## src/axi_fabric_pkg.sv

```systemverilog
`default_nettype none

package axi_fabric_pkg;

    // Manager port widths
    localparam int ADDR_W = 32;
    localparam int DATA_W = 32;
    localparam int STRB_W = DATA_W / 8;
    localparam int ID_W   = 4;
    localparam int LEN_W  = 8;

    // Window geometry
    localparam int SRAM_OFFS_W = 12;
    localparam int FIFO_OFFS_W = 8;

    // 0x0001_0000, 4 KB
    localparam logic [ADDR_W-SRAM_OFFS_W-1:0] SRAM_BASE_TAG = 20'h0_0010;
    // 0x0002_0000, fixed address
    localparam logic [ADDR_W-FIFO_OFFS_W-1:0] FIFO_BASE_TAG = 24'h00_0200;

    localparam int FIFO_DEPTH      = 16;
    localparam int MAX_OUTSTANDING = 2;

    // AXI response codes
    localparam logic [1:0] RESP_OKAY   = 2'b00;
    localparam logic [1:0] RESP_SLVERR = 2'b10;

    // AXI burst codes
    localparam logic [1:0] BURST_FIXED = 2'b00;
    localparam logic [1:0] BURST_INCR  = 2'b01;

    typedef struct packed {
        logic [ADDR_W-SRAM_OFFS_W-1:0] tag;
        logic [SRAM_OFFS_W-1:0]        offs;
    } sram_addr_t;

    typedef struct packed {
        logic [ADDR_W-FIFO_OFFS_W-1:0] tag;
        logic [FIFO_OFFS_W-1:0]        offs;
    } fifo_addr_t;

    // Same address word, split per endpoint window
    typedef union packed {
        sram_addr_t sram;
        fifo_addr_t fifo;
    } axi_addr_u;

    typedef struct packed {
        logic [ID_W-1:0]  id;
        axi_addr_u        addr;
        logic [LEN_W-1:0] len;
        logic [1:0]       burst;
    } axi_cmd_t;

    typedef struct packed {
        logic [DATA_W-1:0] data;
        logic [STRB_W-1:0] strb;
        logic              last;
    } axi_w_beat_t;

    typedef struct packed {
        logic [DATA_W-1:0] data;
        logic [ID_W-1:0]   id;
        logic [1:0]        resp;
        logic              last;
    } axi_r_beat_t;

    typedef struct packed {
        logic [ID_W-1:0] id;
        logic [1:0]      resp;
    } axi_b_resp_t;

endpackage

`default_nettype wire

```

## src/axi_resp_mux.sv

```systemverilog
`default_nettype none
`timescale 1ns/1ps

module axi_resp_mux import axi_fabric_pkg::*; (
    input  logic        sram_aw_ready,
    input  logic        sram_ar_ready,
    input  logic        sram_w_ready,
    input  logic        sram_b_valid,
    input  axi_b_resp_t sram_b,
    input  logic        sram_r_valid,
    input  axi_r_beat_t sram_r,
    input  logic        sram_r_busy,
    input  logic        sram_w_busy,
    input  logic        fifo_aw_ready,
    input  logic        fifo_ar_ready,
    input  logic        fifo_w_ready,
    input  logic        fifo_b_valid,
    input  axi_b_resp_t fifo_b,
    input  logic        fifo_r_valid,
    input  axi_r_beat_t fifo_r,
    input  logic        fifo_r_busy,
    input  logic        fifo_w_busy,
    output logic        aw_ready,
    output logic        ar_ready,
    output logic        w_ready,
    output logic        b_valid,
    output axi_b_resp_t b,
    output logic        r_valid,
    output axi_r_beat_t r
);

    // Only the matching window can raise its ready
    assign aw_ready = sram_aw_ready || fifo_aw_ready;
    assign ar_ready = sram_ar_ready || fifo_ar_ready;

    // Write side follows the endpoint with writes in flight
    always_comb begin
        if (sram_w_busy) begin
            w_ready = sram_w_ready;
            b_valid = sram_b_valid;
            b       = sram_b;
        end else if (fifo_w_busy) begin
            w_ready = fifo_w_ready;
            b_valid = fifo_b_valid;
            b       = fifo_b;
        end else begin
            w_ready = 1'b0;
            b_valid = 1'b0;
            b       = '0;
        end
    end

    always_comb begin
        if (sram_r_busy) begin
            r_valid = sram_r_valid;
            r       = sram_r;
        end else if (fifo_r_busy) begin
            r_valid = fifo_r_valid;
            r       = fifo_r;
        end else begin
            r_valid = 1'b0;
            r       = '0;
        end
    end

endmodule

`default_nettype wire

```

## config.mk

```make
export PLATFORM = sky130hd
export DESIGN_NAME = axi_resp_mux
export DESIGN_NICKNAME = d
export VERILOG_FILES = /design/src/axi_fabric_pkg.sv /design/src/axi_resp_mux.sv
export SDC_FILE = /design/constraint.sdc
export NUM_CORES = 1
export LEC_CHECK = 0
export BUFFER_PORTS_ARGS = -buffer_cell sky130_fd_sc_hd__buf_2
export CAP_MARGIN = 40
export CORE_AREA = 2 2 59 61
export DETAILED_ROUTE_END_ITERATION = 7
export DIE_AREA = 0 0 61 63
export GPL_TIMING_DRIVEN = 0
export PLACE_DENSITY = 0.73
export SYNTH_ARGS = -nofsm -noshare
export SYNTH_HDL_FRONTEND = slang
export SYNTH_SLANG_ARGS = --single-unit
```

## constraint.sdc

```tcl
create_clock -name vclk -period 0.8
set_input_delay 0.08 -clock vclk [all_inputs]
set_output_delay 0.08 -clock vclk [all_outputs]
set_load 0.03 [all_outputs]
```

---- Word level (Yosys, flattened, before mapping) ----
Index checks and enable logic that the tools add are counted.
operators by class
  muxes and demuxes ....................... 10
  reductions and logical operators ........ 2
operators with widths
  operator           count
  39-bit 2-to-1 mux  2
  6-bit 2-to-1 mux   2
  1-bit 2-to-1 mux   6
  1-bit logical OR   2
word-level totals
  bits in registers ....................... 0
  input port bits ......................... 104
  output and inout bits ................... 50

---- Longest topological paths before layout ----
Gate-level depths: netlist (run 1).
  word-level depth ........................ 2
  depth in mapped cells ................... 5

---- Least setup slack after synthesis (run 1) ----
OpenSTA, ideal clock, no wires.
  path kind ............................... input -> output
  start point ............................. input port sram_w_busy
  end point ............................... output port b[3] in the netlist's numbering
  buffers on the path ..................... 1
  cell stages on the path ................. 2
  data required time ...................... 0.720 ns
  setup slack ............................. -0.250 ns
  arrival ................................. 0.970 ns
  path through ............................ clkbuf_1 -> o21ai_0
RTL lines
  item                line                source
  start: declaration  axi_resp_mux.sv:13  input logic sram_w_busy,
  end: declaration    axi_resp_mux.sv:27  output axi_b_resp_t b,

==> impl_metrics.toml, run 1 <==
[power]
total_power_mw = 1.517
p_leak_nw = 1.067
power_density_nw_per_um2 = 799.7
peakVddDrop_mv = 0.3791

[worst_hold_path]
hold_class = "primary input to output port"
min_from = "fifo_r[5]"

[critical_path]
cp_slowest_stage_delay_ps = 210
crit_slowest_cell = "a22o_4"
worst-path-buf-inv = 4
critPathTopFamily = "buffers and inverters"
crit_chain = "buf_6 > nor2b_4 > buf_6 > buf_8 > a22o_4 > buf_6"
worstSetupPathDepth = 6
crit_type = "primary input to output port"
worstPathArrival_ps = 920
crit_end = "r[36]"
crit_path_start_kind = "primary input"
cpMostUsedCell = "buf_6"
worstSetupStartpoint = "fifo_r_busy"
cp-end-kind = "output port"
required_ps = 720
cp_max_fo = 5

[finish]
multiInputGateArea_um2 = 663.1
diodes = 0
nets = 331
postLayoutCellArea_um2 = 1897
clock_buffer_count = 0
drive_gt1_share_pct = 94.22
layout-area-overhead-vs-synth_pct = 258.4
nFlopsAndLatches = 0
fillers = 300
regArea_um2 = 0

[drt]
detail_route.first_pass.iterations = 3
vias = 1233
wirelength_um = 3775
wl_per_cell_um = 13.93
drtIter0Drc = 37
drc_errors = 0
drtAntennaViolNets = 0
viasPerCell = 4.550

[sta]
max_freq_mhz = 1002
fin_ws_ps = -197.6
fin_crit_sh_pct = 124.7
drv_slew = 0
rsz0062_at_grt = "true"
finalSetupTns_ps = -6016
setup_viol = 39
max_slew_margin_pct = 85.92
fin_crit_ps = 997.6
hold_violations = 0
worst_pin_slew_ps = 211.3
holdWs_ps = 474.4

[die]
die_area_um2 = 3843
fp.coreArea_um2 = 3232
die_h_um = 63
die_x_um = 61
std_cell_rows = 21
start_util_pct = 16.38
io_pins = 154

[synth]
seq_area_frac_synth_pct = 0
yosysTopAreaCellShare_pct = 74.47
netlist_top_cells_area = "a22o_1, buf_6, nand2_1, buf_2, nor2b_4"
synth_area_per_cell_um2 = 7.783
synth_common_cells = "a22o_1, nand2_1, buf_2, buf_6, clkbuf_1"
syn_inst = 68
synth_area_um2 = 529.3
synth_cell_types = 10
synth_warnings = 0
synthesis.nets = 172
synthMostInstantiatedCell = "a22o_1"
yosys.area.top_type = "a22o_1"

[placement]
gp_congestion = 0.7413
pre_cts_ws_ps = -273.4
port_buffers = 153
dpl_cell_area_um2 = 1491
dpl.hpwl_um = 3008

[global_route]
antenna_found_initial = 0
grt_pass1_wl_um = 4899
grt_max_degree = 11
grtUsageTotal_pct = 15.99
first_global_vias = 1102
grt.overflow.total = 0

[outcome]
violations = "setup timing"
run_status = "finished with violations"

[run]
max_cap_viol_count = 0
[layer usage]
layer,vias to the layer above,routed length (um),part of all wire (%),GRT usage (%)
li1,604,-,-,-
met1,539,1391,37,19.09
met2,90,1970,52,31.85
met3,0,413,11,0.6211
met4,0,0,0,0
met5,-,0,0,0
[worst min-delay path by stage]
stage | end | slack, ps | cells after the start
finish | r[5] | 470 | 3
global route | r[33] | 480 | 3
CTS | r[32] | 480 | 3
detailed placement | aw_ready | 490 | 3
global placement | aw_ready | 490 | 3
floorplan | r[32] | 300 | 1
[repair_timing]
action | CTS | global route
hold endpoints to repair | 0 | 0
hold buffers | 0 | 0
cloned | 2 | 1
resized for setup | 88 | 15
pin swaps | 2 | 1
setup buffers | 1 | 0
endpoints found under the setup margin | 48 | 47
[logic make-up after synthesis]
family	after synthesis	share of synthesized area, %
AOI/OAI and AO/OA	48	77.30
and+or+nand+nor	10	10.40
buffers and inverters	10	12.29
[stage by stage]
step	instances	util (%)
after floorplan	68	-
after global placement	267	46.15
after detailed placement	267	46.15
after CTS	270	55.94
after global routing	271	58.69
final	271	58.69
[layout make-up]
cell class / count / area share [%]
timing repair buffer: 157 / 56.86
buffer: 10 / 5.145
tap: 46 / 3.034
multi-input combinational: 58 / 34.96
[layout by cell type, fill, tap and decap left out]
master	count
buf_4	15
nand2_1	6
buf_16	1
clkbuf_4	2
o21ai_2	2
a22o_4	18
buf_6	36
clkbuf_2	1
or2_2	2
nor2b_4	2
clkbuf_16	1
buf_2	108
a22o_2	21
o21ai_1	1
a22o_1	6
buf_8	3
[where the power goes]
group	switching, mW	internal, mW	leakage (nW)
registers	0	0	0
clock network	0	0	0
logic	0.742	0.775	1.07
(Power assumes the default switching activity.)
==> inputs of run 2 (changes only) <==
- ABC_AREA: default -> 1
- CORE_AREA: 2 2 59 61 -> default
- CORE_MARGIN: default -> 2
- CORE_UTILIZATION: default -> 24
- DIE_AREA: 0 0 61 63 -> default
- GPL_ROUTABILITY_DRIVEN: default -> 0
- PLACE_DENSITY: 0.73 -> 0.79
==> run 2 against run 1 <==
- the run now ends clean
- utilization down 1.4 points
- via count is 30% higher
- final cell count grew 34%
- sequential cell count stayed put
- setup slack better by 240 ps
- cell area down 0.79%
- critical path type unchanged
- critical endpoint is now r[8]
- largest cell class unchanged
==> impl_metrics.toml, run 2 <==
[drt]
drtIter0Drc = 38
drtAntennaViolNets = 0
detail_route.first_pass.iterations = 4
wl_per_cell_um = 10.30
vias = 1607
viasPerCell = 4.439
drc_errors = 0
wirelength_um = 3729

[power]
p_leak_nw = 1.202
power_density_nw_per_um2 = 731.7
peakVddDrop_mv = 0.3749
total_power_mw = 1.377

[global_route]
grtUsageTotal_pct = 15.51
first_global_vias = 1238
grt_max_degree = 11
grt_pass1_wl_um = 4781
antenna_found_initial = 0
grt.overflow.total = 0

[finish]
final_cell_mix = "buf_2, nand2_1, nand3_1"
diodes = 0
regArea_um2 = 0
layout_commonest_cell = "buf_2"
drive_gt1_share_pct = 57.91
nFlopsAndLatches = 0
clock_buffer_count = 0
layout-area-overhead-vs-synth_pct = 133.2
nets = 422
fin_util_pct = 57.30
fillers = 319

[sta]
rsz0062_at_grt = "true"
hold_violations = 0
fin_crit_ps = 760.6
max_slew_margin_pct = 88.16
max_freq_mhz = 1315
holdWs_ps = 471.1
fin_ws_ps = 39.44
drv_slew = 0
finalSetupTns_ps = 0
worst_pin_slew_ps = 177.6
setup_viol = 0
fin_crit_sh_pct = 95.07

[die]
die_area_um2 = 3842
die_x_um = 61.99
start_util_pct = 24.57
std_cell_rows = 21
die_h_um = 61.99
io_pins = 154
fp.coreArea_um2 = 3284

[synth]
syn_inst = 163
synthesis.nets = 267
synth_cell_types = 10
netlist_top_cells_area = "nand2_1, nand3_1, nand3_2, buf_6, buf_2"
seq_area_frac_synth_pct = 0
synth_area_um2 = 807.0
synth_warnings = 0
yosysTopAreaCellShare_pct = 44.65
synthMostInstantiatedCell = "nand2_1"
synth_area_per_cell_um2 = 4.951
synth_common_cells = "nand2_1, nand3_1, nand3_2, buf_6, buf_2"
yosys.area.top_type = "nand2_1"

[critical_path]
cp_slowest_stage_delay_ps = 180
cp_max_fo = 10
required_ps = 720
crit_path_start_kind = "primary input"
crit_chain = "buf_12 > clkinv_8 > buf_8 > nand3_1 > nand2_1 > clkbuf_4"
crit_slowest_cell = "clkbuf_4"
worst-path-buf-inv = 4
critPathTopFamily = "buffers and inverters"
crit_type = "primary input to output port"
cp-end-kind = "output port"
worstPathArrival_ps = 680

[placement]
dpl.hpwl_um = 2823
pre_cts_ws_ps = -70.73
port_buffers = 150

[outcome]
run_status = "finished clean"

[worst_hold_path]
hold_class = "primary input to output port"

[run]
max_cap_viol_count = 0

[clocking]
cts-hold-fix-buffers = 0
[run 2: power breakdown]
group | total (mW) | switching, mW | internal [mW]
Combinational | 1.38 | 0.760 | 0.616
Clock | 0 | 0 | 0
Sequential | 0 | 0 | 0
Total | 1.38 | 0.760 | 0.616
[run 2: cell families after synthesis]
| family | after synthesis | synth area share [%] |
|---|---|---|
| buf+inv | 17 | 17.83 |
| simple gates | 146 | 82.17 |
[run 2: per-stage QoR]
stage	instances	cell area [um2]
2_1_floorplan	163	807.0
3_3_place_gp	359	1615
3_5_place_dp	359	1615
4_1_cts	359	1688
5_1_grt	362	1882
6_report	362	1882
[run 2: worst paths after layout]
kind	start	end	slack (ps)	cells past startpoint
worst min-delay path	sram_r[34]	r[34]	470	4
worst max-delay path	sram_r_busy	r[8]	40	6
[run 2: metal layers]
layer	vias up	routed length, um	GRT usage (%)
li1	833	-	-
met1	687	1361	17.49
met2	87	2022	32.89
met3	0	345	0.8282
met4	0	0	0
met5	-	0	0
[run 2: area by class of cell]
| class | count | area, um2 | share of cell area (%) |
|---|---|---|---|
| inverters | 2 | 22.52 | 1.197 |
| plain buffers | 15 | 161.4 | 8.577 |
| multi-input cells | 146 | 665.6 | 35.37 |
| well taps | 46 | 57.56 | 3.059 |
| repair buffers | 153 | 974.7 | 51.80 |
[run 2: what timing repair did]
item	in CTS	in global routing
setup buffers	0	0
pin swaps	0	2
resized for setup	30	60
cloned	0	3
setup endpoints to repair	32	48
[run 2: tightest hold or removal path, stage by stage]
cell	delay, ps
buf_2	70
nand2_1	40
nand2_1	70
buf_6	120
==> inputs of run 3 (changes only) <==
--- a/config.mk
+++ b/config.mk
@@ -15,4 +15,5 @@
 export GPL_TIMING_DRIVEN = 0
 export PLACE_DENSITY = 0.79
+export RECOVER_POWER = 100
 export SYNTH_ARGS = -nofsm -noshare
 export SYNTH_HDL_FRONTEND = slang
==> constraint.sdc (replaced) <==
create_clock -name vclk -period 0.8
set_input_delay 0.24 -clock vclk [all_inputs]
set_output_delay 0.24 -clock vclk [all_outputs]
set_load 0.03 [all_outputs]
==> run 3 against run 2 <==
- the run now ends with setup timing left
- global-route usage up 5.4 points
- die area unchanged
- critical path depth unchanged
- total power up 38%
- combinational power up 38%
- first-iteration DRC count up 110%
- hold slack better by 280 ps
- wire length up 51%
- sequential share of layout area unchanged
- final cell count up 0.55%
- via count up 11%
- non-clock buffer count up 2
- largest cell class unchanged
- largest power group unchanged
==> impl_metrics.toml, run 3 (synthesized netlist as in run 2, its figures left out) <==
[finish]
nets = 424
clock_buffer_count = 0
diodes = 0
fillers = 203
regArea_um2 = 0
layout-area-overhead-vs-synth_pct = 236.7
layout_commonest_cell = "buf_2"
fin_util_pct = 82.74
final_cell_mix = "buf_2, buf_6, nand2_1"
postLayoutCellArea_um2 = 2718
drive_gt1_share_pct = 85.22
nFlopsAndLatches = 0

[sta]
fin_ws_ps = -301.7
rsz0062_at_grt = "true"
finalSetupTns_ps = -12040
max_slew_margin_pct = 89.77
max_freq_mhz = 907.7
fin_crit_ps = 1102
setup_viol = 50
hold_violations = 0
worst_pin_slew_ps = 153.4
holdWs_ps = 755.5
drv_slew = 0
fin_crit_sh_pct = 137.7

[die]
die_area_um2 = 3842
io_pins = 154
std_cell_rows = 21
die_x_um = 61.99
fp.coreArea_um2 = 3284
start_util_pct = 24.57
die_h_um = 61.99

[critical_path]
worst-path-buf-inv = 4
worstPathArrival_ps = 860
crit_type = "primary input to output port"
crit_chain = "buf_12 > clkinv_16 > clkbuf_16 > nand3_2 > nand2_2 > buf_6"
critPathTopFamily = "buffers and inverters"
cp-end-kind = "output port"
required_ps = 560
crit_path_start_kind = "primary input"
cp_max_fo = 8
worstSetupStartpoint = "sram_r_busy"
cp_slowest_stage_delay_ps = 140
crit_slowest_cell = "clkbuf_16"

[power]
power_density_nw_per_um2 = 697.7
total_power_mw = 1.896
peakVddDrop_mv = 0.3927
p_leak_nw = 1.382

[drt]
wirelength_um = 5646
vias = 1777
viasPerCell = 4.882
drtIter0Drc = 80
drtAntennaViolNets = 0
detail_route.first_pass.iterations = 4
drc_errors = 0
wl_per_cell_um = 15.51

[global_route]
grt_max_degree = 11
first_global_vias = 1536
grt.overflow.total = 0
antenna_found_initial = 0
grtUsageTotal_pct = 20.88
grt_pass1_wl_um = 6196

[outcome]
run_status = "finished with violations"
violations = "setup timing"

[run]
max_cap_viol_count = 0

[placement]
port_buffers = 150
dpl.hpwl_um = 3176
dpl_cell_area_um2 = 2004

[worst_hold_path]
hold_class = "primary input to output port"
min_from = "sram_ar_ready"
hold_depth = 3
hold_end = "ar_ready"
[run 3: repair_timing]
item / in CTS / in global routing
resized for setup: 114 / 42
hold buffers: 0 / 0
setup endpoints to repair: 50 / 50
pin swaps: 11 / 7
buffers inserted: 0 / 0
gates cloned: 1 / 4
[run 3: area by class of cell]
| class | count | area, um2 | area share [%] |
|---|---|---|---|
| repair buffers | 155 | 1210 | 44.52 |
| plain buffers | 15 | 198.9 | 7.320 |
| well taps | 46 | 57.56 | 2.118 |
| multi-input cells | 146 | 1191 | 43.83 |
| inverters | 2 | 60.06 | 2.210 |
[run 3: where the power goes]
part | switching, mW | leakage (nW) | internal [mW]
clock network | 0 | 0 | 0
logic | 1.01 | 1.38 | 0.882
registers | 0 | 0 | 0
[run 3: worst max-delay path by stage]
stage / end / slack [ps] / cells past startpoint
2_1_floorplan: r[11] / -180 / 5
3_3_place_gp: r[7] / -390 / 5
3_5_place_dp: r[7] / -410 / 5
4_1_cts: r[10] / -280 / 6
5_1_grt: r[3] / -340 / 5
6_report: r[37] / -300 / 6
[run 3: worst min-delay path, stage by stage]
cell and delay [ps]:
buf_6 60, or2_4 100, buf_6 120
[run 3: metal layers]
layer  vias to the layer above  part of all wire [%]  GRT usage, %
li1                        834                     -             -
met5                         -                     0             0
met4                         0                   2.3         3.040
met1                       802                    34         20.20
met3                        18                   9.0         2.899
met2                       123                    55         45.54
[run 3: through the flow]
| stage | std cells | setup slack [ps] |
|---|---|---|
| 2_1_floorplan | 163 | -181.5 |
| 5_1_grt | 364 | -339.4 |
| 3_5_place_dp | 359 | -408.3 |
| 4_1_cts | 360 | -276.2 |
| 3_3_place_gp | 359 | -393.0 |
| 6_report | 364 | -301.7 |
